--- src/design/dataMemory.sv ---
`timescale 1ns/100ps
`default_nettype none

module dataMemory #(
    parameter int dmemDepth = 64
) (
    input  logic        clk,
    input  logic        we,
    input  logic [31:0] addr,
    input  logic [31:0] wdata,
    output logic [31:0] rdata
);

    localparam int idxW = $clog2(dmemDepth);

    logic [31:0]     mem [dmemDepth];
    logic [idxW-1:0] idx;

    assign idx = addr[idxW+1:2];  // Word index from byte address

    // Load data shows up one cycle after the address
    always_ff @(posedge clk) begin
        if (we) begin
            mem[idx] <= wdata;
        end
        rdata <= mem[idx];
    end

    addrInRange: assert property (@(posedge clk) addr[31:2] < 30'(dmemDepth))
        else $error("Data access at %h outside memory", addr);

endmodule

`default_nettype wire

--- config.mk ---
export PLATFORM = sky130hd
export DESIGN_NAME = dataMemory
export DESIGN_NICKNAME = d
export VERILOG_FILES = /design/src/design/dataMemory.sv
export SDC_FILE = /design/constraint.sdc
export NUM_CORES = 2
export LEC_CHECK = 0
export BUFFER_PORTS_ARGS = -buffer_cell sky130_fd_sc_hd__buf_2
export CAP_MARGIN = 20
export CORE_UTILIZATION = 30
export CTS_CLUSTER_SIZE = 30
export DETAILED_ROUTE_END_ITERATION = 10
export SYNTH_ARGS = -nofsm -noshare
export SYNTH_HDL_FRONTEND = slang
export SYNTH_SLANG_ARGS = --single-unit
--- constraint.sdc ---
create_clock -name clk -period 11.3 [get_ports clk]
set_input_delay 3.39 -clock clk [delete_from_list [all_inputs] [get_ports clk]]
set_output_delay 3.39 -clock clk [all_outputs]
set_load 0.01 [all_outputs]
Word-level counts from Yosys, hierarchy flattened
Memories as Yosys holds them, arrays and structs flattened. A register that Yosys moved wholly into a read port is not among the register bits.
Index checks and enable logic that the tools add are counted.
{"block": "totals", "mem_bits_rw": 2048, "in_bits": 66, "out_inout_bits": 32, "reg_bits": 0, "mem_count": 1, "elab_cells": 3}
{"name": "mem", "words": 64, "width": 32, "rd": 1, "rd_clocked_by_memory_dff": 1, "wr": 1, "line": "16", "text": "logic [31:0] mem [dmemDepth];"}
{"block": "classes", "n_mux": 2}
{"op": "$mux W1", "n": 2}

Logic depth before layout (Yosys ltp)
{"block": "depth", "ltp_word": 2, "ltp_mapped": 13, "depth_no_buf": 6}

Least setup slack after synthesis
Ideal clock, no wire load.
{"block": "synth_path", "path_type": "input port to flip-flop", "start": "in addr[4]", "end": "mem mem[15][0], enable pin", "setup_slack_ns": 4.671, "stages": 8, "required_time_ns": 10.879, "t_arrival_ns": 6.208, "setup_time_ns": 0.421, "n_path_buf": 6, "path_cell_list": "buf_2 > buf_2 > buf_2 > buf_2 > buf_2 > buf_2 > nand3_1 > nor2_1"}
{"item": "from (decl)", "line": "9", "text": "input logic [31:0] addr,"}
{"item": "to (decl)", "line": "16"}
No word-level cell before the write port.

Worst setup path in the final report
{"block": "layout_path", "start": "in addr[3]", "end": "mem mem[62][28], enable pin"}
No word-level cell before the write port.

==> results.sh <==
export IMPL_finalSetupViolCount=0
export IMPL_clk_pin_slew_worst_paths_ps=70
export IMPL_synth_area_leaders="edfxtp_1 (78%), mux2i_1 (3.3%), mux4_2 (2.7%)"
export IMPL_drcViolationCount=0
export IMPL_r2r_setup_slack_ps=8540
export IMPL_rsz0062_at_grt="no"
export IMPL_synth_most_common_cell="edfxtp_1"
export IMPL_critPathBufInv=4
export IMPL_layout_min_cycle_time_ps=7270
export IMPL_max_stage_delay_ps=1230
export IMPL_hp_start="mem[32][25]$_DFFE_PP_"
export IMPL_post_dp_hpwl_mm=117
export IMPL_drtAntennaViolNets=0
export IMPL_yosysTopAreaCell="edfxtp_1"
export IMPL_synthAdderAreaFrac_pct=0
export IMPL_syn_nets=4305
export IMPL_grt_first_pass_wirelength_mm=308
export IMPL_gp_congestion=0.791
export IMPL_layout_drive_gt1_share_pct=18.1
export IMPL_via_per_inst=5.26
export IMPL_die_area_mm2=0.265
export IMPL_fin_skew_ps=27.8
export IMPL_crit_arrival_ps=7760
export IMPL_r2r_start="mem[20][21]$_DFFE_PP_"
export IMPL_clock_sinks=2080
export IMPL_wl_mm=217
export IMPL_die_y_um=515
export IMPL_io_buffer_count=71
export IMPL_nets=4427
export IMPL_dieWidth_um=515
export IMPL_syn_avg_cell_area_um2=18.6
export IMPL_clockRootBuffer="clkbuf_16"
export IMPL_leakage_nw=28.4
export IMPL_cts_resized=0
export IMPL_path_cells="buf_8 -> buf_4 -> nor2b_2 -> buf_4 -> nand3_1 -> nor2_4 -> buf_4"
export IMPL_r2r_cells=5
export IMPL_path_delay_family="simple AND/OR/NAND/NOR gates"
export IMPL_start_util_pct=30.3
export IMPL_clk_latency_ps=830
export IMPL_synth_top_family_by_area="compound AO/OA/AOI/OAI gates"
export IMPL_first_global_vias=41709
export IMPL_cts_tree="yes"
export IMPL_hold_path_class="flip-flop to flip-flop"
export IMPL_powerDensity_mw_per_mm2=174
export IMPL_crit_path_end_kind="flip-flop"
export IMPL_synth_flop_cell="edfxtp_1"
export IMPL_final_period_utilization_pct=64.4
export IMPL_peakVddDrop_uv=127
export IMPL_seq_area_frac_synth_pct=78.7
export IMPL_drv_slew=0
export IMPL_synth_seq_cells=2080
export IMPL_ios=98
export IMPL_async_flop_share_pct=0
export IMPL_syn_cell_area_mm2=0.0789
export IMPL_place_ws_ps=3270
export IMPL_synth_xor_area_share_pct=0
export IMPL_synth_cell_type_count=56
export IMPL_status="completed"
export IMPL_path_common_cell="buf_4"
export IMPL_grt_max_degree=123
export IMPL_row_count=187
export IMPL_critPathLaunchType="input port"
export IMPL_cts_path_max_buffers=3
export IMPL_core_mm2=0.261
export IMPL_synthMuxAreaShare_pct=8.12
export IMPL_cts_setup_buffers=0
export IMPL_dp_cells=7651
export IMPL_synthSimpleGateAreaFrac_pct=2.81
export IMPL_drv_cap=0
export IMPL_finalSetupTns_ps=0
export IMPL_drt_iter0_markers=4799
export IMPL_fin_ws_ps=4030
export IMPL_area_growth_pct=14.6
export IMPL_drtPass1Iterations=7
export IMPL_ys_top_cells_by_count="edfxtp_1 (2048), mux2i_1 (259), a22oi_1 (188)"
export IMPL_path_class="input port to flip-flop"
export IMPL_ys_warn_count=0
export IMPL_cts_buffers=193
export IMPL_finalHoldViolations=0
export IMPL_final_cells=8024
export IMPL_final_util_pct=34.7
export IMPL_grt_usage_pct=16.0
export IMPL_netlist_instances=4239
export IMPL_relSlewSlack_pct=21.7
export IMPL_synth_top_cell_area_share_pct=77.9
export IMPL_synth_compound_area_share_pct=8.66
export IMPL_cp_max_fo=43
export IMPL_ctsHoldBuffers=0
export IMPL_wire_per_inst_um=27.0
export IMPL_whs_endpoint="rdata[25]$_DFF_P_"
export IMPL_h_tree_depth=4
export IMPL_r2r_end="rdata[21]$_DFF_P_"
export IMPL_num_vias=42235
export IMPL_overflow=0
export IMPL_total_power_w=0.0157
export IMPL_synth_edf_count=2048
export IMPL_cpMaxStageDelayCell="nor2_4"
export IMPL_whs_path_depth=3
export IMPL_critPathRequiredTime_ps=11790
export IMPL_antenna_found_initial=15
export IMPL_max_freq_ghz=0.137
export IMPL_worst_pin_slew_ps=1170
[registers in the layout, summed over array words and instances (netlist names)]
register / count
rdata: 32
mem: 2048
[stage by stage]
stage	hold WS [ps]	area (um2)
finish	627	90400
global route	671	90400
CTS	623	90200
detailed placement	608	84100
global placement	590	84100
floorplan	564	78900
[kinds of logic after synthesis]
logic type             after synthesis
muxes                              502
AOI/OAI and AO/OA                  933
and+or+nand+nor                    424
DFF                               2080
buffers and inverters              300
[cell type report]
type                    count  area, um2
repair buffers            225       1770
clock buffers             270       5370
well taps                3496       4370
flip-flops and latches   2080      62100
clock inverters            88        689
fillers                 24385     170000
inverters                   2       15.0
diodes                      4       10.0
multi-input cells        1859      16100
[worst max path at each step]
stage                                  endpoint  depth (start not counted)    start
final                     mem[62][28]$_DFFE_PP_                          7  addr[3]
after global routing      mem[62][10]$_DFFE_PP_                          7  addr[3]
after CTS                 mem[62][28]$_DFFE_PP_                          7  addr[3]
after detailed placement  mem[62][18]$_DFFE_PP_                          7  addr[3]
after global placement    mem[62][18]$_DFFE_PP_                          7  addr[3]
after floorplan            mem[15][0]$_DFFE_PP_                          8  addr[4]
[routing by layer]
| layer | part of all wire, % | track usage (%) | vias up |
|---|---|---|---|
| li1 | - | - | 17899 |
| met1 | 42 | 21.9 | 22132 |
| met2 | 48 | 25.9 | 1876 |
| met3 | 7.8 | 2.69 | 324 |
| met4 | 3.0 | 5.07 | 4 |
| met5 | 0.011 | 0 | - |
[placed cells by master (no fill, tap or decap), drive strengths merged, types with 9 or more instances in the layout]
cell type | synthesis | routed
a2111oi | 15 | 15
mux2i | 259 | 259
a22oi | 188 | 188
o2bb2ai | 15 | 15
o22a | 70 | 70
a22o | 66 | 66
or4b | 14 | 14
inv | 2 | 9
edfxtp | 2048 | 2048
o21ai | 85 | 85
a221oi | 175 | 175
o22ai | 93 | 93
and3 | 85 | 85
nand2b | 18 | 18
nor4 | 14 | 14
nor2 | 145 | 145
mux4 | 96 | 96
clkbuf | 169 | 270
or4 | 15 | 15
nor3 | 22 | 22
nand3 | 54 | 54
buf | 129 | 225
a221o | 15 | 15
nand2 | 28 | 28
a21oi | 121 | 121
a31oi | 43 | 43
clkinv | 0 | 70
dfxtp | 32 | 32
a222oi | 16 | 16
mux2 | 147 | 147
a211oi | 17 | 17
[worst register-to-register path: cells and delay by family (launching register included)]
kind          cells  cell delay [ps]
simple gates      3             1310
mux               2              890
flops             1              390
[where the power goes]
group | switching, W | leakage, nW | internal, W
Sequential | 0.0000308 | 18.7 | 0.00854
Clock | 0.00282 | 2.97 | 0.00350
Combinational | 0.000567 | 6.70 | 0.000248
(Power assumes the default switching activity.)
