File: src/design/rvPkg.sv
`default_nettype none

package rvPkg;

    // Major opcodes of the supported subset
    typedef enum logic [6:0] {
        opReg    = 7'b0110011,
        opImm    = 7'b0010011,
        opLoad   = 7'b0000011,
        opStore  = 7'b0100011,
        opBranch = 7'b1100011,
        opJal    = 7'b1101111,
        opJalr   = 7'b1100111
    } opcode;

    typedef enum logic [2:0] {
        aluAdd   = 3'd0,
        aluSub   = 3'd1,
        aluAnd   = 3'd2,
        aluOr    = 3'd3,
        aluPassB = 3'd4
    } aluOp;

    typedef enum logic [1:0] {
        fwdRegFile = 2'b00,
        fwdMem     = 2'b01,
        fwdWb      = 2'b10
    } fwdSel;

    // Top bit set means any jump
    typedef enum logic [1:0] {
        jumpNone = 2'b00,
        jumpRsvd = 2'b01,
        jumpJal  = 2'b10,
        jumpJalr = 2'b11
    } jumpKind;

    localparam logic traceReg   = 1'b0;
    localparam logic traceStore = 1'b1;

    typedef struct packed {
        logic [4:0]  rs1;
        logic [4:0]  rs2;
        logic [4:0]  rd;
        logic [31:0] imm;
        aluOp        alu;
        logic        useImm;
        logic        isLoad;
        logic        isStore;
        logic        isBranch;
        logic        regWrite;
        jumpKind     jump;
        logic [31:0] pc;
    } decodedInstr;

    typedef struct packed {
        logic [4:0]  rd;
        logic [31:0] result;     // ALU output or link value
        logic [31:0] storeData;
        logic        isLoad;
        logic        isStore;
        logic        regWrite;
        logic [31:0] pc;
    } execResult;

    typedef struct packed {
        logic [4:0]  rd;
        logic [31:0] value;
        logic        regWrite;
    } wbRecord;

    typedef struct packed {
        logic        kind;       // traceReg or traceStore
        logic [31:0] addr;       // Register number for writes
        logic [31:0] value;
    } traceRecord;

endpackage

`default_nettype wire

File: src/design/hazardUnit.sv
`timescale 1ns/100ps
`default_nettype none

module hazardUnit
    import rvPkg::*;
(
    input  logic [4:0] rs1E,
    input  logic [4:0] rs2E,
    input  logic [4:0] rdM,
    input  logic [4:0] rdW,
    input  logic       isLoadM,
    input  logic       branchE,
    input  jumpKind    jumpE,
    input  logic       eq,
    output fwdSel      forwardA,
    output fwdSel      forwardB,
    output logic       stall,
    output logic       flush
);

    // Memory stage wins over writeback when both hold the register
    // A stage writing x0 has nothing to forward
    function automatic fwdSel pickForward(input logic [4:0] rs,
                                          input logic [4:0] rdMem,
                                          input logic [4:0] rdWb);
        if (rdMem != 5'd0 && rs == rdMem) begin
            return fwdMem;
        end else if (rdWb != 5'd0 && rs == rdWb) begin
            return fwdWb;
        end
        return fwdRegFile;
    endfunction

    assign forwardA = pickForward(rs1E, rdM, rdW);
    assign forwardB = pickForward(rs2E, rdM, rdW);

    // Load result not ready until writeback
    always_comb begin
        stall = 1'b0;
        if (isLoadM && rdM != 5'd0 && (rdM == rs1E || rdM == rs2E)) begin
            stall = 1'b1;
        end
    end

    // Wait for load data before resolving a branch or JALR
    always_comb begin
        flush = 1'b0;
        if (jumpE[1] || (branchE && eq)) begin
            flush = !stall;
        end
    end

    always_comb begin
        assert (rs1E != 5'd0 || forwardA == fwdRegFile)
            else $error("Forward selected for x0 on rs1");
    end

endmodule

`default_nettype wire

File: config.mk
export PLATFORM = sky130hd
export DESIGN_NAME = hazardUnit
export DESIGN_NICKNAME = d
export VERILOG_FILES = /design/src/design/rvPkg.sv /design/src/design/hazardUnit.sv
export SDC_FILE = /design/constraint.sdc
export NUM_CORES = 1
export LEC_CHECK = 0
export ABC_AREA = 1
export BUFFER_PORTS_ARGS = -buffer_cell sky130_fd_sc_hd__buf_4
export CORE_AREA = 3 3 40 42
export DETAILED_ROUTE_END_ITERATION = 7
export DIE_AREA = 0 0 43 45
export GPL_TIMING_DRIVEN = 0
export SKIP_LAST_GASP = 1
export SLEW_MARGIN = 20
export SYNTH_ARGS = -nofsm -noshare
export SYNTH_HDL_FRONTEND = slang
export SYNTH_SLANG_ARGS = --single-unit
File: constraint.sdc
create_clock -name vclk -period 1.05
set_clock_uncertainty 0.2 [all_clocks]
set_input_delay 0.1575 -clock vclk [all_inputs]
set_output_delay 0.1575 -clock vclk [all_outputs]
set_load 0.1 [all_outputs]
# Yosys cells after proc, flatten, opt, wreduce, memory -nomap -nowiden
# Index checks and enable logic that the tools add are counted.
[word_totals] out_inout_bits=6 ff_bits=0 input_bits=25
[op_classes] reduce_logical=12 eq_ne=6 mux=12
[op_table] operator="$eq A5 B5 Y1" count=6
[op_table] operator="$mux W2" count=6
[op_table] operator="$reduce_bool A5 Y1" count=2
[op_table] operator="$logic_and A1 B1 Y1" count=7
[op_table] operator="$mux W1" count=6
[op_table] operator="$logic_or A1 B1 Y1" count=2
[op_table] operator="$logic_not A1 Y1" count=1

# Depth between registers and ports, before layout
[logic_depth] ltp_word=6 depth_mapped=7 ltp_nobuf=7

# Worst setup path before layout
# No wires, ideal clock.
[synth_timing] path_type="input to output" start="input port rdM[0]" end="output port forwardB[1]" arrival_time_ns=2.723 required_time_ns=0.692 path_buffers=0 path_slack_ns=-2.031 path_stages=7 path_cell_list="inv_1 -> nand2_1 -> nand2_1 -> nor2_1 -> nand3_1 -> nor2_1 -> nor2_1"
[synth_via] elab_chain_len=4
[synth_lines] item="start: declaration" line="hazardUnit.sv:9" text="input logic [4:0] rdM,"
[synth_lines] item="$eq A5 B5 Y1 or $reduce_bool A5 Y1 (tied branches)" line="hazardUnit.sv:26" text="if (rdMem != 5'd0 && rs == rdMem) begin"
[synth_lines] item="$logic_and A1 B1 Y1 *" line="hazardUnit.sv:26"
[synth_lines] item="$mux W2 or $mux W1 (tied branches)" line="hazardUnit.sv:26"
[synth_lines] item="$mux W2 *" line="hazardUnit.sv:31" text="return fwdRegFile;"
[synth_lines] item="end: declaration" line="hazardUnit.sv:16" text="output fwdSel forwardB,"
# Every way passes the cells marked *; elsewhere a longest branch is shown, timed or not.

# Final worst setup path
[layout_timing] start="input port rs1E[3]" end="output port forwardA[1]"
[layout_via] elab_chain_len=5
[layout_lines] item="start: declaration" line="hazardUnit.sv:7" text="input logic [4:0] rs1E,"
[layout_lines] item="$eq A5 B5 Y1" line="hazardUnit.sv:28" text="end else if (rdWb != 5'd0 && rs == rdWb) begin"
[layout_lines] item="$logic_and A1 B1 Y1" line="hazardUnit.sv:28"
[layout_lines] item="$mux W1" line="hazardUnit.sv:28"
[layout_lines] item="$mux W1" line="hazardUnit.sv:26"
[layout_lines] item="$mux W2 *" line="hazardUnit.sv:31"
[layout_lines] item="end: declaration" line="hazardUnit.sv:15" text="output fwdSel forwardA,"
# Marked as above.

==> flow_metrics.env <==
export IMPL_status="complete, but fails checks"
export IMPL_violations="setup timing"
export IMPL_maxCapViolations=0
export IMPL_power_density_nw_per_um2=466.6
export IMPL_cpLargestDelayFamily="simple AND/OR/NAND/NOR gates"
export IMPL_fin_crit_ns=1.445
export IMPL_hpwl_mm=1.074
export IMPL_drt_iter0_markers=6
export IMPL_drive_above_1_share_pct=70.27
export IMPL_end_kind="output port"
export IMPL_coreArea_um2=1285
export IMPL_power_leakage_nw=0.4843
export IMPL_num_vias=597
export IMPL_dr_pass1_iters=4
export IMPL_multi_input_comb_area_um2=519.2
export IMPL_worst_path_buf_inv=2
export IMPL_fin_crit_sh_pct=137.6
export IMPL_startpoint="rs1E[3]"
export IMPL_ff_latch_area_um2=0
export IMPL_worst_hold_path_type="in -> out"
export IMPL_via_per_inst=4.738
export IMPL_final_nets=138
export IMPL_grt_total_usage_pct=13.43
export IMPL_grt_ovfl_total=0
export IMPL_rsz0062_at_grt="true"
export IMPL_die_x_um=43
export IMPL_wl_per_cell_um=11.56
export IMPL_slowest_stage="nor3_1"
export IMPL_synth_top_area_share_pct=32.76
export IMPL_clockBufferCount=0
export IMPL_synth_area_leaders="nand2_1 33%, inv_1 15%, xor2_1 14%"
export IMPL_setup_slack_ns=-0.3951
export IMPL_area_growth_syn_to_layout_pct=178.5
export IMPL_synth_area_um2=366.6
export IMPL_syn_area_per_cell_um2=4.583
export IMPL_cp_arrival_ns=1.09
export IMPL_postSynthCellCount=80
export IMPL_diodes=0
export IMPL_layoutNonFillerInstCount=126
export IMPL_synth_compound_area_share_pct=7.509
export IMPL_peakVddDrop_mv=0.2462
export IMPL_max_stage_delay_ns=0.21
export IMPL_synth_top_family_by_area="simple AND/OR/NAND/NOR gates"
export IMPL_synthesis_nets=105
export IMPL_drc=0
export IMPL_nFillCells=92
export IMPL_grt_pass1_vias=534
export IMPL_portBuffers=30
export IMPL_die_y_um=45
export IMPL_start_util_pct=28.53
export IMPL_synth_adder_area_share_pct=0
export IMPL_pre_cts_ws_ns=-0.5324
export IMPL_ant_nets=0
export IMPL_synth_xor_area_share_pct=21.50
export IMPL_setup_viol=6
export IMPL_ys_seq_area_share_pct=0
export IMPL_yosys_area_share_simple_pct=54.61
export IMPL_path_max_fanout=3
export IMPL_worst_endpoint_required_ns=0.69
export IMPL_hold_viol=0
export IMPL_seq_cell_count=0
export IMPL_rows=13
export IMPL_path_depth=6
export IMPL_antenna_found_initial=0
export IMPL_ys_types=11
export IMPL_fin_setup_tns_ns=-2.191
export IMPL_critPathKind="in -> out"
export IMPL_fmax_ghz=0.6920
export IMPL_power_mw=0.4764
export IMPL_ys_warn_count=0
export IMPL_grt_max_degree=5
export IMPL_placed_cells=125
export IMPL_gp_congestion=0.7375
export IMPL_grt_pass1_wl_mm=2.083
export IMPL_yosysMostFrequentCell="nand2_1"
export IMPL_critPathLaunchType="primary input"
export IMPL_drv_slew=0
export IMPL_worstPathCellList="buf_6, xor2_1, nor3_1, nand3_1, nor2_4, buf_12"
export IMPL_synth_mux_area_fraction_pct=0
export IMPL_crit_path_end="forwardA[1]"
export IMPL_slew_headroom_pct=82.80
export IMPL_design_die_area_um2=1935
export IMPL_synth_common_cells="32 x nand2_1, 15 x inv_1, 9 x nor2_1"
export IMPL_yosysTopAreaCell="nand2_1"
export IMPL_wirelength_mm=1.456
export IMPL_tightest_slew_ns=0.2562
export IMPL_io_pins=31
[cell usage in the layout, fill, tap and decap left out]
cell type  Yosys  layout
nand2_1       32      14
nand2_2        0      13
buf_4          0      11
nor2_4         0       8
buf_6          0       8
buf_12         0       8
inv_2          1       6
nand2_4        0       5
xor2_1         6       5
inv_1         15       4
buf_8          0       4
inv_4          0       3
inv_8          0       3
nand3_4        0       2
xnor2_1        3       2
a21oi_4        0       2
nor3_1         3       2
nand3_1        5       2
nor3_4         0       1
nand3_2        0       1
xnor2_2        0       1
a21oi_1        4       1
xor2_2         0       1
a21oi_2        0       1
nor2_1         9       1
nand4_1        1       1
a22oi_1        1       1
[metal layers]
| layer | GRT usage, % | part of all wire, % | vias to the layer above |
|---|---|---|---|
| met4 | 0 | 2.4 | 0 |
| met3 | 0.7968 | 6.3 | 4 |
| met2 | 27.54 | 55 | 22 |
| met1 | 16.19 | 36 | 264 |
| li1 | - | - | 307 |
| met5 | 0 | 0 | - |
[stage by stage]
stage               hold WS [ns]  area (um^2)  utilization [%]
floorplan                 0.3072        471.7                -
global placement          0.5683        715.7            55.70
detailed placement        0.5712        715.7            55.70
CTS                       0.5265        874.6            68.06
global route              0.5221         1021            79.45
finish                    0.5118         1021            79.45
[worst min path at each step]
| stage | from | endpoint | slack [ns] | cells past startpoint |
|---|---|---|---|---|
| 2_1_floorplan | isLoadM | stall | 0.31 | 2 |
| 3_3_place_gp | isLoadM | stall | 0.57 | 4 |
| 3_5_place_dp | isLoadM | stall | 0.57 | 4 |
| 4_1_cts | isLoadM | stall | 0.53 | 4 |
| 5_1_grt | isLoadM | stall | 0.52 | 4 |
| 6_report | isLoadM | stall | 0.51 | 4 |
[layout make-up]
cell class	count	area share, %
Inverter	16	8.824
Multi-Input combinational cell	64	50.86
Tap cell	15	1.838
Timing Repair Buffer	31	38.48
[cells by family after synthesis]
family                 after synthesis
XOR/XNOR                             9
AND/OR/NAND/NOR                     50
AO/OA/AOI/OAI                        5
buffers and inverters               16
[report_power, final]
part           internal [mW]  total, mW  switching [mW]
logic                  0.219      0.476           0.258
clock network              0          0               0
registers                  0          0               0
total                  0.219      0.476           0.258
[repair_timing]
action                     CTS  global route
setup endpoints to repair    6             6
resized for setup           45            35
hold buffers                 0             0
setup buffers                0             1
pin swaps                   23            20
No activity file was read; power rests on OpenSTA's default activity.
