File: src/design/rvPkg.sv
`default_nettype none

package rvPkg;

    // Major opcodes of the supported subset
    typedef enum logic [6:0] {
        opReg    = 7'b0110011,
        opImm    = 7'b0010011,
        opLoad   = 7'b0000011,
        opStore  = 7'b0100011,
        opBranch = 7'b1100011,
        opJal    = 7'b1101111,
        opJalr   = 7'b1100111
    } opcode;

    typedef enum logic [2:0] {
        aluAdd   = 3'd0,
        aluSub   = 3'd1,
        aluAnd   = 3'd2,
        aluOr    = 3'd3,
        aluPassB = 3'd4
    } aluOp;

    typedef enum logic [1:0] {
        fwdRegFile = 2'b00,
        fwdMem     = 2'b01,
        fwdWb      = 2'b10
    } fwdSel;

    // Top bit set means any jump
    typedef enum logic [1:0] {
        jumpNone = 2'b00,
        jumpRsvd = 2'b01,
        jumpJal  = 2'b10,
        jumpJalr = 2'b11
    } jumpKind;

    localparam logic traceReg   = 1'b0;
    localparam logic traceStore = 1'b1;

    typedef struct packed {
        logic [4:0]  rs1;
        logic [4:0]  rs2;
        logic [4:0]  rd;
        logic [31:0] imm;
        aluOp        alu;
        logic        useImm;
        logic        isLoad;
        logic        isStore;
        logic        isBranch;
        logic        regWrite;
        jumpKind     jump;
        logic [31:0] pc;
    } decodedInstr;

    typedef struct packed {
        logic [4:0]  rd;
        logic [31:0] result;     // ALU output or link value
        logic [31:0] storeData;
        logic        isLoad;
        logic        isStore;
        logic        regWrite;
        logic [31:0] pc;
    } execResult;

    typedef struct packed {
        logic [4:0]  rd;
        logic [31:0] value;
        logic        regWrite;
    } wbRecord;

    typedef struct packed {
        logic        kind;       // traceReg or traceStore
        logic [31:0] addr;       // Register number for writes
        logic [31:0] value;
    } traceRecord;

endpackage

`default_nettype wire

File: src/design/executeStage.sv
`timescale 1ns/100ps
`default_nettype none

module executeStage
    import rvPkg::*;
(
    input  decodedInstr decoded,
    input  logic [31:0] rs1Data,
    input  logic [31:0] rs2Data,
    input  logic [31:0] memFwd,
    input  logic [31:0] wbFwd,
    input  fwdSel       forwardA,
    input  fwdSel       forwardB,
    output execResult   result,
    output logic        eq,
    output logic [31:0] target
);

    logic [31:0] opA;
    logic [31:0] opB;
    logic [31:0] srcB;
    logic [31:0] linkPc;
    logic [31:0] aluOut;

    function automatic logic [31:0] pickOperand(input fwdSel sel,
                                                input logic [31:0] rfData,
                                                input logic [31:0] memData,
                                                input logic [31:0] wbData);
        case (sel)
            fwdMem:  return memData;
            fwdWb:   return wbData;
            default: return rfData;
        endcase
    endfunction

    assign opA    = pickOperand(forwardA, rs1Data, memFwd, wbFwd);
    assign opB    = pickOperand(forwardB, rs2Data, memFwd, wbFwd);
    assign linkPc = decoded.pc + 32'd4;

    // Jumps pass pc+4 through as the link value
    assign srcB = decoded.jump[1] ? linkPc : (decoded.useImm ? decoded.imm : opB);

    always_comb begin
        case (decoded.alu)
            aluAdd:   aluOut = opA + srcB;
            aluSub:   aluOut = opA - srcB;
            aluAnd:   aluOut = opA & srcB;
            aluOr:    aluOut = opA | srcB;
            default:  aluOut = srcB;
        endcase
    end

    assign eq = (opA == opB);  // BEQ compare

    always_comb begin
        if (decoded.jump == jumpJalr) begin
            target = (opA + decoded.imm) & ~32'd1;
        end else begin
            target = decoded.pc + decoded.imm;  // JAL and branches
        end
    end

    always_comb begin
        result.rd        = decoded.rd;
        result.result    = aluOut;
        result.storeData = opB;
        result.isLoad    = decoded.isLoad;
        result.isStore   = decoded.isStore;
        result.regWrite  = decoded.regWrite;
        result.pc        = decoded.pc;
    end

endmodule

`default_nettype wire

File: config.mk
export PLATFORM = sky130hd
export DESIGN_NAME = executeStage
export DESIGN_NICKNAME = d
export VERILOG_FILES = /design/src/design/rvPkg.sv /design/src/design/executeStage.sv
export SDC_FILE = /design/constraint.sdc
export NUM_CORES = 1
export LEC_CHECK = 0
export BUFFER_PORTS_ARGS = -buffer_cell sky130_fd_sc_hd__buf_2
export CAP_MARGIN = 40
export CORE_UTILIZATION = 43
export DETAILED_ROUTE_END_ITERATION = 8
export PLACE_DENSITY = 0.83
export SYNTH_ARGS = -nofsm -noshare
export SYNTH_HDL_FRONTEND = slang
export SYNTH_SLANG_ARGS = --single-unit
export TNS_END_PERCENT = 1
File: constraint.sdc
create_clock -name vclk -period 9.2
set_input_delay 0.92 -clock vclk [all_inputs]
set_output_delay 0.92 -clock vclk [all_outputs]
set_load 0.005 [all_outputs]
# [Word-level counts from Yosys, hierarchy flattened]
# Index checks and enable logic that the tools add are counted.
[op_classes] bitwise_logic=2 addsub=5 eq_ne=9 n_mux=6 n_reduce_logical=1
[op_table] operator="32-bit case mux with 2 select lines" count=2
[op_table] operator="32-bit case mux with 4 select lines" count=1
[op_table] operator="32-bit adder" count=3
[op_table] operator="32-bit 2-to-1 mux" count=3
[op_table] operator="32-bit by 3-bit adder with 32-bit output (second input constant)" count=1
[op_table] operator="32-bit bitwise AND" count=1
[op_table] operator="32-bit equality test" count=1
[op_table] operator="32-bit OR" count=1
[op_table] operator="32-bit subtractor" count=1
[op_table] operator="2-bit equality test (second input constant)" count=3
[op_table] operator="3-bit by 2-bit equality test with 1-bit output (second input constant)" count=2
[op_table] operator="2-bit by 1-bit equality test with 1-bit output (second input constant)" count=2
[op_table] operator="3-bit by 1-bit equality test with 1-bit output (second input constant)" count=1
[op_table] operator="3-bit zero test" count=1
[word_totals] reg_bits=0 input_bits=221 out_inout_bits=137 elab_cells=23

# [Longest topological paths before layout]
# Gate-level depths: netlist (run 1).
[depth] depth_word=6 mapped_depth=24 depth_no_buf=22

# [Worst setup path after synthesis (run 1)]
# Ideal clock, no wire load.
[synth_path] path_type="input to output" start="in forwardB[0]" end="out result[96] (netlist name)" required_time_ns=8.280 path_stages=22 path_buffers=1 slack_ns=2.602 t_arrival_ns=5.678 path_cell_list="inv_1 -> ha_1 -> clkbuf_1 -> nand2b_1 -> mux2_2 -> o221ai_1 -> ha_1 -> nand3_1 -> or3_1 -> nor3_1 -> a31oi_1 -> xor2_1 -> ha_1 -> a21o_1 -> a21oi_1 -> nor4b_1 -> o21ai_1 -> a2111oi_0 -> o31a_1 -> nor2b_1 -> o311ai_0 -> a21o_1"
[synth_lines] element="start: declaration" line_no="executeStage.sv:13" rtl="input fwdSel forwardB,"
[synth_lines] element="end: declaration" line_no="executeStage.sv:14" rtl="output execResult result,"

==> results of run 1 <==
[worst paths after layout]
| kind | start | end | slack [ps] |
|---|---|---|---|
| worst max-delay path | forwardB[0] | result[96] | 1510 |
| worst min-delay path | decoded[77] | result[102] | 1840 |
[kinds of logic (layout without fill, tap and decap cells)]
family | Yosys count | after routing | share of synthesized area
AO/OA/AOI/OAI | 632 | 632 | 0.4123
multiplexers | 15 | 15 | 0.01633
AND/OR/NAND/NOR | 458 | 458 | 0.2312
XOR/XNOR | 144 | 144 | 0.1266
buffers and inverters | 175 | 436 | 0.08200
adder cells (fa/ha/maj) | 103 | 103 | 0.1316
[report_power, final]
group          switching [mW]  internal [mW]
logic                   0.660          0.476
registers                   0              0
clock network               0              0
[metal layers]
layer  global-route usage  routed length, um  vias up
li1                     -                  -     6226
met2               0.6199              20800      717
met1               0.4179              17210     6095
met5                    0                 10        -
met3              0.04147               3628      127
met4               0.1562               2116        2
[per-stage QoR]
stage | utilization | std cells | setup slack [ps] | total power, mW | area, sq um
after floorplan | - | 1527 | 2602 | 0.7467 | 9963
after global placement | 0.5138 | 2066 | 1709 | 1.090 | 11670
after detailed placement | 0.5169 | 2073 | 1621 | 1.109 | 11740
after CTS | 0.5169 | 2073 | 1598 | 1.117 | 11740
after global routing | 0.5169 | 2073 | 1072 | 1.237 | 11740
final | 0.5169 | 2073 | 1514 | 1.136 | 11740
[synth_stat cells (13+ instances only)]
cell      count
o21ai_0     185
nand2_1     153
a21oi_1     137
ha_1        100
xnor2_1      92
nor2_1       71
clkbuf_1     63
inv_1        59
xor2_1       52
a22oi_1      48
a21o_1       42
buf_4        40
nand3_1      38
nand2b_1     30
nor3_1       26
nand4_1      25
nor2b_1      22
o21a_1       22
a211oi_1     19
o21bai_1     19
and3_1       18
o211ai_1     16
o31ai_1      16
or3_1        16
a31oi_1      15
a221o_1      13
a22o_1       13
nor4_1       13
[final cells by class]
class                      count  area [sq um]
timing repair buffer         375          2004
inverter                      61         229.0
multi-input combinational   1352          9149
fill                        2353         10970
tap                          285         356.6
==> impl_metrics.yaml, run 1 <==
run_status:
  status: "finished clean"
worst_setup_path:
  cp_data_arrival_time_ps: 6770
  crit_path_end_kind: "primary output"
  setup.worst_path.start_class: "primary input"
  max_stage_delay_ps: 630
  path_depth: 22
  crit_buf_inv: 4
  path_delay_family: "compound AO/OA/AOI/OAI gates"
  crit_required_ps: 8280
  crit_slowest_cell: "o221ai_1"
  path_cells: "buf_2 -> inv_1 -> ha_1 -> buf_4 -> o21ai_0 -> o221ai_1 -> nand3_1 -> or3_1 -> nor3_1 -> a31oi_1 -> xor2_1 -> ha_1 -> a21o_1 -> a21oi_1 -> nor4b_1 -> o21ai_1 -> a2111oi_0 -> o31a_1 -> nor2b_1 -> o311ai_0 -> a21o_1 -> buf_2"
  crit_type: "primary input to primary output"
  cp_max_fo: 26
timing:
  holdWs_ps: 1840
  worst_pin_slew_ps: 920.0
  finalMaxSlewViolations: 0
  clock.fmax_ghz: 0.1301
  period_share: 0.8354
  hold_violations: 0
  setup_tns_ps: 0
  slew_headroom: 0.3802
  setup_viol: 0
  fin_crit_ps: 7686
  rsz0062_at_grt: "no"
floorplanning:
  die_h_um: 154.2
  start_util: 0.4387
  io_pins: 358
  die_x_um: 154.2
  coreArea_sq_um: 22710
  fp.dieArea_sq_um: 23780
  rows: 55
cells_and_area:
  layout_common_cells: "buf_2 (335), o21ai_0 (185), nand2_1 (153), a21oi_1 (137), ha_1 (99)"
  nets: 2114
  final_common_cell: "buf_2"
  clockBufferCount: 0
  layout-drive-gt1-share: 0.2299
  design.seq.count: 0
  regArea_sq_um: 0
  n_antenna_cell: 0
  area_growth_syn_to_layout_pct: 17.82
global_routing:
  track_usage: 0.3482
  grt_pass1_vias: 11913
  gr-total-overflow: 0
  antenna_found_initial: 1
  grt_pass1_wl_um: 65470
  grt_max_degree: 63
placement:
  io_buffers: 331
  hpwl_um: 36140
  place_congestion: 0.9809
yosys:
  synth_nets: 1851
  avgSynthCellArea_sq_um: 6.525
  ys_seq_area_frac: 0
  ys_types: 77
  synth_area_sq_um: 9963
  synthCells: 1527
  yosys_warnings: 0
  synth_area_leader_cell: "ha_1"
  synth.top_cell.area_share: 0.1256
  ys_top_cells_by_area: "ha_1 (13%), o21ai_0 (9.3%), xnor2_1 (8.1%), a21oi_1 (6.9%), nand2_1 (5.8%)"
clock_tree:
  cts_hold_buf: 0
  post_cts_resized: 0
  cts_setup_buffers: 0
routing:
  drc: 0
  routed_wl_um: 43770
  dr_total_vias: 13167
  wl_per_cell_um: 21.12
  dr.pass1.iters: 6
  vias_per_cell: 6.352
  dr.first_iter.drc_count: 1244
  ant_nets: 0
pwr:
  power_leakage_nw: 5.405
  peakVddDrop_v: 0.00006102
  p_per_area_nw_per_um2: 96.80
hold_path:
  min_path_cells: 0
  hold_path.class: "primary input to primary output"
run:
  cap_violations: 0
Power figures use the tool's default switching activity.
==> inputs of run 2 (changes only) <==
--- a/config.mk
+++ b/config.mk
@@ -9,7 +9,7 @@
 export CAP_MARGIN = 40
 export CORE_UTILIZATION = 43
 export DETAILED_ROUTE_END_ITERATION = 8
-export PLACE_DENSITY = 0.83
+export PLACE_DENSITY = 0.86
 export SYNTH_ARGS = -nofsm -noshare
 export SYNTH_HDL_FRONTEND = slang
 export SYNTH_SLANG_ARGS = --single-unit
==> constraint.sdc (replaced) <==
create_clock -name vclk -period 6.5
set_input_delay 0.65 -clock vclk [all_inputs]
set_output_delay 0.65 -clock vclk [all_outputs]
set_load 0.005 [all_outputs]
==> run 2 against run 1 <==
Non-clock buffer count up 88. Core utilization increased by 3.3 points. Power grew 53%. Via count rose by 4.3%. Sequential cell count unchanged. Combinational power is 52% higher. Critical endpoint is now result[97]. Largest power group unchanged.
==> impl_metrics.yaml, run 2 (synthesis results as in run 1) <==
placement:
  hpwl_um: 38250
  place_congestion: 1.020
  placed_cells: 2159
  io_buffers: 331
  post-place-ws_ps: -85.89
floorplanning:
  coreArea_sq_um: 22710
  fp.dieArea_sq_um: 23780
  rows: 55
  die_h_um: 154.2
  start_util: 0.4387
  io_pins: 358
  die_x_um: 154.2
cells_and_area:
  layout-drive-gt1-share: 0.2724
  regArea_sq_um: 0
  design.seq.count: 0
  nets: 2202
  layout_common_cells: "buf_2 (338), o21ai_0 (184), nand2_1 (153), a21oi_1 (136), buf_4 (121)"
  num-fill-cells: 2305
  final_common_cell: "buf_2"
  clockBufferCount: 0
  area_growth_syn_to_layout_pct: 25.30
  layout.cells.non_filler: 2164
run:
  cap_violations: 0
global_routing:
  grt_max_degree: 62
  antenna_found_initial: 5
  gr-total-overflow: 0
  grt_pass1_wl_um: 68970
  track_usage: 0.3674
  grt_pass1_vias: 12659
worst_setup_path:
  path_cells: "buf_2 -> buf_4 -> ha_1 -> buf_12 -> buf_4 -> a22oi_1 -> o21ai_0 -> nand2_1 -> a21oi_1 -> a2111oi_4 -> and3_1 -> nand2_1 -> o21ai_0 -> xor2_1 -> ha_1 -> nand2_1 -> nor3_1 -> a221oi_2 -> a21oi_1 -> buf_4 -> a21oi_1 -> a31o_2 -> a221o_1 -> buf_2"
  crit_start: "forwardB[0]"
  max_stage_delay_ps: 430
  crit_required_ps: 5850
  crit_type: "primary input to primary output"
  setup.worst_path.start_class: "primary input"
  crit_slowest_cell: "a2111oi_4"
  critPathCapture: "result[97]"
  crit_path_end_kind: "primary output"
  cp_data_arrival_time_ps: 5640
  cp_max_fo: 17
routing:
  dr.first_iter.drc_count: 1304
  drc: 0
  wl_per_cell_um: 21.15
  dr_total_vias: 13736
  dr.pass1.iters: 6
  vias_per_cell: 6.348
  routed_wl_um: 45780
  ant_nets: 0
timing:
  setup_tns_ps: 0
  setup_viol: 0
  finalMaxSlewViolations: 0
  hold_violations: 0
  finalWorstSetupSlack_ps: 207.2
  period_share: 0.9681
  worst_pin_slew_ps: 990.6
  fin_crit_ps: 6293
  slew_headroom: 0.3326
  clock.fmax_ghz: 0.1589
  holdWs_ps: 1300
pwr:
  power_leakage_nw: 5.856
  power_mw: 1.735
  p_per_area_nw_per_um2: 138.9
  peakVddDrop_v: 0.00008157
hold_path:
  hold_path.class: "primary input to primary output"
run_status:
  status: "finished clean"
-- run 2: cell count changes in the layout (fill, tap and decap cells not counted), sizes merged --
cell / delta
buf: +88
diode: +3
-- run 2: layer usage --
metal / track usage / share of wire / up-vias
li1: - / - / 6409
met1: 0.4405 / 0.39 / 6343
met2: 0.6292 / 0.46 / 793
met3: 0.05324 / 0.083 / 187
met4: 0.2048 / 0.062 / 4
met5: 0 / 0.00048 / -
-- run 2: layout make-up --
type	count	area, sq um	area share
multi-input cells	1352	9221	0.7386
repair buffers	463	2670	0.2139
well taps	285	356.6	0.02856
inverters	61	229.0	0.01834
diodes	3	7.507	0.0006013
-- run 2: metrics by stage --
stage / utilization / cell area, sq um
2_1_floorplan: - / 9963
3_3_place_gp: 0.5427 / 12320
3_5_place_dp: 0.5456 / 12390
4_1_cts: 0.5457 / 12390
5_1_grt: 0.5496 / 12480
6_report: 0.5498 / 12480
-- run 2: critical path, delay by kind of cell --
| kind | cells | cell delay [ps] |
|---|---|---|
| buffers and inverters | 6 | 900 |
| AO/OA/AOI/OAI | 10 | 2520 |
| AND/OR/NAND/NOR | 5 | 840 |
| adder cells (fa/ha/maj) | 2 | 600 |
| XOR/XNOR | 1 | 120 |
-- run 2: how the worst min path moves through the flow --
stage                startpoint     endpoint  slack (ps)  cells past startpoint
floorplan           decoded[73]   target[31]        1360                      1
global route        decoded[76]  result[101]        1300                      0
CTS                 decoded[34]   result[32]        1300                      0
detailed placement  decoded[34]   result[32]        1300                      0
finish              decoded[76]  result[101]        1300                      0
global placement    decoded[34]   result[32]        1300                      0
-- run 2: timing repair --
item	in CTS	in global routing
hold endpoints to repair	0	0
pin swaps	0	3
hold buffers	0	0
buffers inserted	0	2
gates resized for setup	2	14
endpoints found under the setup margin	3	6
gates cloned	0	0
-- run 2: where the power goes --
part / switching [mW] / internal [mW]
Clock: 0 / 0.0000000617
Sequential: 0 / 0
Combinational: 0.978 / 0.757
==> inputs of run 3 (changes only) <==
--- a/config.mk
+++ b/config.mk
@@ -7,9 +7,11 @@
 export LEC_CHECK = 0
 export BUFFER_PORTS_ARGS = -buffer_cell sky130_fd_sc_hd__buf_2
 export CAP_MARGIN = 40
-export CORE_UTILIZATION = 43
+export CELL_PAD_IN_SITES_DETAIL_PLACEMENT = 0
+export CELL_PAD_IN_SITES_GLOBAL_PLACEMENT = 1
+export CORE_UTILIZATION = 33
 export DETAILED_ROUTE_END_ITERATION = 8
-export PLACE_DENSITY = 0.86
+export PLACE_DENSITY = 0.94
 export SYNTH_ARGS = -nofsm -noshare
 export SYNTH_HDL_FRONTEND = slang
 export SYNTH_SLANG_ARGS = --single-unit
==> run 3 against run 2 <==
Core utilization is 12 points lower. Sequential cell count unchanged. Worst hold slack stayed put. Non-clock buffer count rose by 9. Die area grew 30%. Critical endpoint unchanged. Largest cell class unchanged.
==> impl_metrics.yaml, run 3 (synthesis results as in run 1) <==
worst_setup_path:
  crit_path_end_kind: "primary output"
  setup.worst_path.start_class: "primary input"
  max_stage_delay_ps: 450
  path_cells: "buf_2 -> buf_4 -> ha_1 -> buf_4 -> a221o_1 -> o21ai_0 -> buf_4 -> o21ai_0 -> mux2_2 -> o41ai_1 -> and2_2 -> o21ai_0 -> xor2_1 -> ha_1 -> buf_4 -> a21o_1 -> a21o_1 -> a21oi_1 -> nor2_1 -> a221oi_2 -> a21oi_1 -> a31o_2 -> a221o_1 -> buf_2"
  cp_max_fo: 8
  crit_type: "primary input to primary output"
  cp_data_arrival_time_ps: 5670
  path_common_cell: "buf_4"
  crit_slowest_cell: "o41ai_1"
  crit_required_ps: 5850
timing:
  clock.fmax_ghz: 0.1582
  hold_violations: 0
  worst_pin_slew_ps: 883.3
  rsz0062_at_grt: "yes"
  period_share: 0.9728
  slew_headroom: 0.4049
  finalMaxSlewViolations: 0
  setup_viol: 0
  fin_crit_ps: 6323
  setup_tns_ps: 0
global_routing:
  grt_pass1_wl_um: 71350
  grt_max_degree: 62
  gr-total-overflow: 0
  grt_pass1_vias: 12596
  track_usage: 0.2946
  antenna_found_initial: 3
floorplanning:
  io_pins: 358
  start_util: 0.3362
  die_h_um: 175.8
  fp.dieArea_sq_um: 30890
  coreArea_sq_um: 29640
  rows: 63
  die_x_um: 175.8
run:
  cap_violations: 0
pwr:
  peakVddDrop_v: 0.00007651
  power_leakage_nw: 5.885
  p_per_area_nw_per_um2: 137.4
  power_mw: 1.738
routing:
  dr_total_vias: 13417
  vias_per_cell: 5.892
  dr.first_iter.drc_count: 1007
  ant_nets: 0
  drc: 0
  wl_per_cell_um: 20.86
  routed_wl_um: 47490
  dr.pass1.iters: 7
cells_and_area:
  layout_common_cells: "buf_2 (335), o21ai_0 (185), nand2_1 (153), a21oi_1 (137), buf_4 (135)"
  area_growth_syn_to_layout_pct: 26.94
  clockBufferCount: 0
  regArea_sq_um: 0
  final_common_cell: "buf_2"
  layout-drive-gt1-share: 0.2748
  nets: 2211
  design.seq.count: 0
  layout.cells.non_filler: 2277
  fin_area_sq_um: 12650
placement:
  place_area_sq_um: 12580
  io_buffers: 331
  hpwl_um: 40220
  place_congestion: 0.9793
  placed_cells: 2274
run_status:
  status: "finished clean"
hold_path:
  hold_path.class: "primary input to primary output"
clock_tree:
  cts_hold_buf: 0
## run 3: area by class of cell
type / count / area (sq um)
Inverter: 61 / 229.0
Timing Repair Buffer: 472 / 2725
Fill cell: 3283 / 16990
Antenna cell: 2 / 5.005
Tap cell: 390 / 488.0
Multi-Input combinational cell: 1352 / 9200
## run 3: worst paths after layout
kind        start          end  slack (ps)  depth (start not counted)
min   decoded[76]  result[101]        1300                          0
max   forwardB[0]   result[97]         180                         24
## run 3: power by group
| group | internal [mW] | leakage (nW) | total (mW) | switching [mW] |
|---|---|---|---|---|
| registers | 0 | 0 | 0 | 0 |
| logic | 0.754 | 5.89 | 1.74 | 0.983 |
| clock network | 0.0000000411 | 0.0000127 | 0.0000000411 | 0 |
| total | 0.754 | 5.89 | 1.74 | 0.983 |
## run 3: layer usage
layer,up-vias,wire length [um],global-route usage
li1,6426,-,-
met1,6239,19500,0.3636
met2,635,22650,0.5244
met3,113,3347,0.03030
met4,4,1968,0.1062
met5,-,22,0
## run 3: metrics by stage
stage               worst slack [ps]  hold slack [ps]  utilization
global placement              -29.63             1300       0.4234
global route                  -62.76             1300       0.4265
floorplan                      442.0             1355            -
CTS                            9.647             1300       0.4250
detailed placement            -58.65             1300       0.4246
finish                         176.9             1300       0.4267
## run 3: worst max-delay path, delay by kind of cell
family          cells  cell delay, ps
fa+ha+maj           2             540
xor+xnor            1             170
mux                 1             290
compound gates     12            2760
buf+inv             6             890
simple gates        2             380
## run 3: timing repair
action	CTS	global route
pin swaps	1	1
gates cloned	0	0
resized for setup	3	9
endpoints found under the setup margin	1	8
buffers inserted	0	1
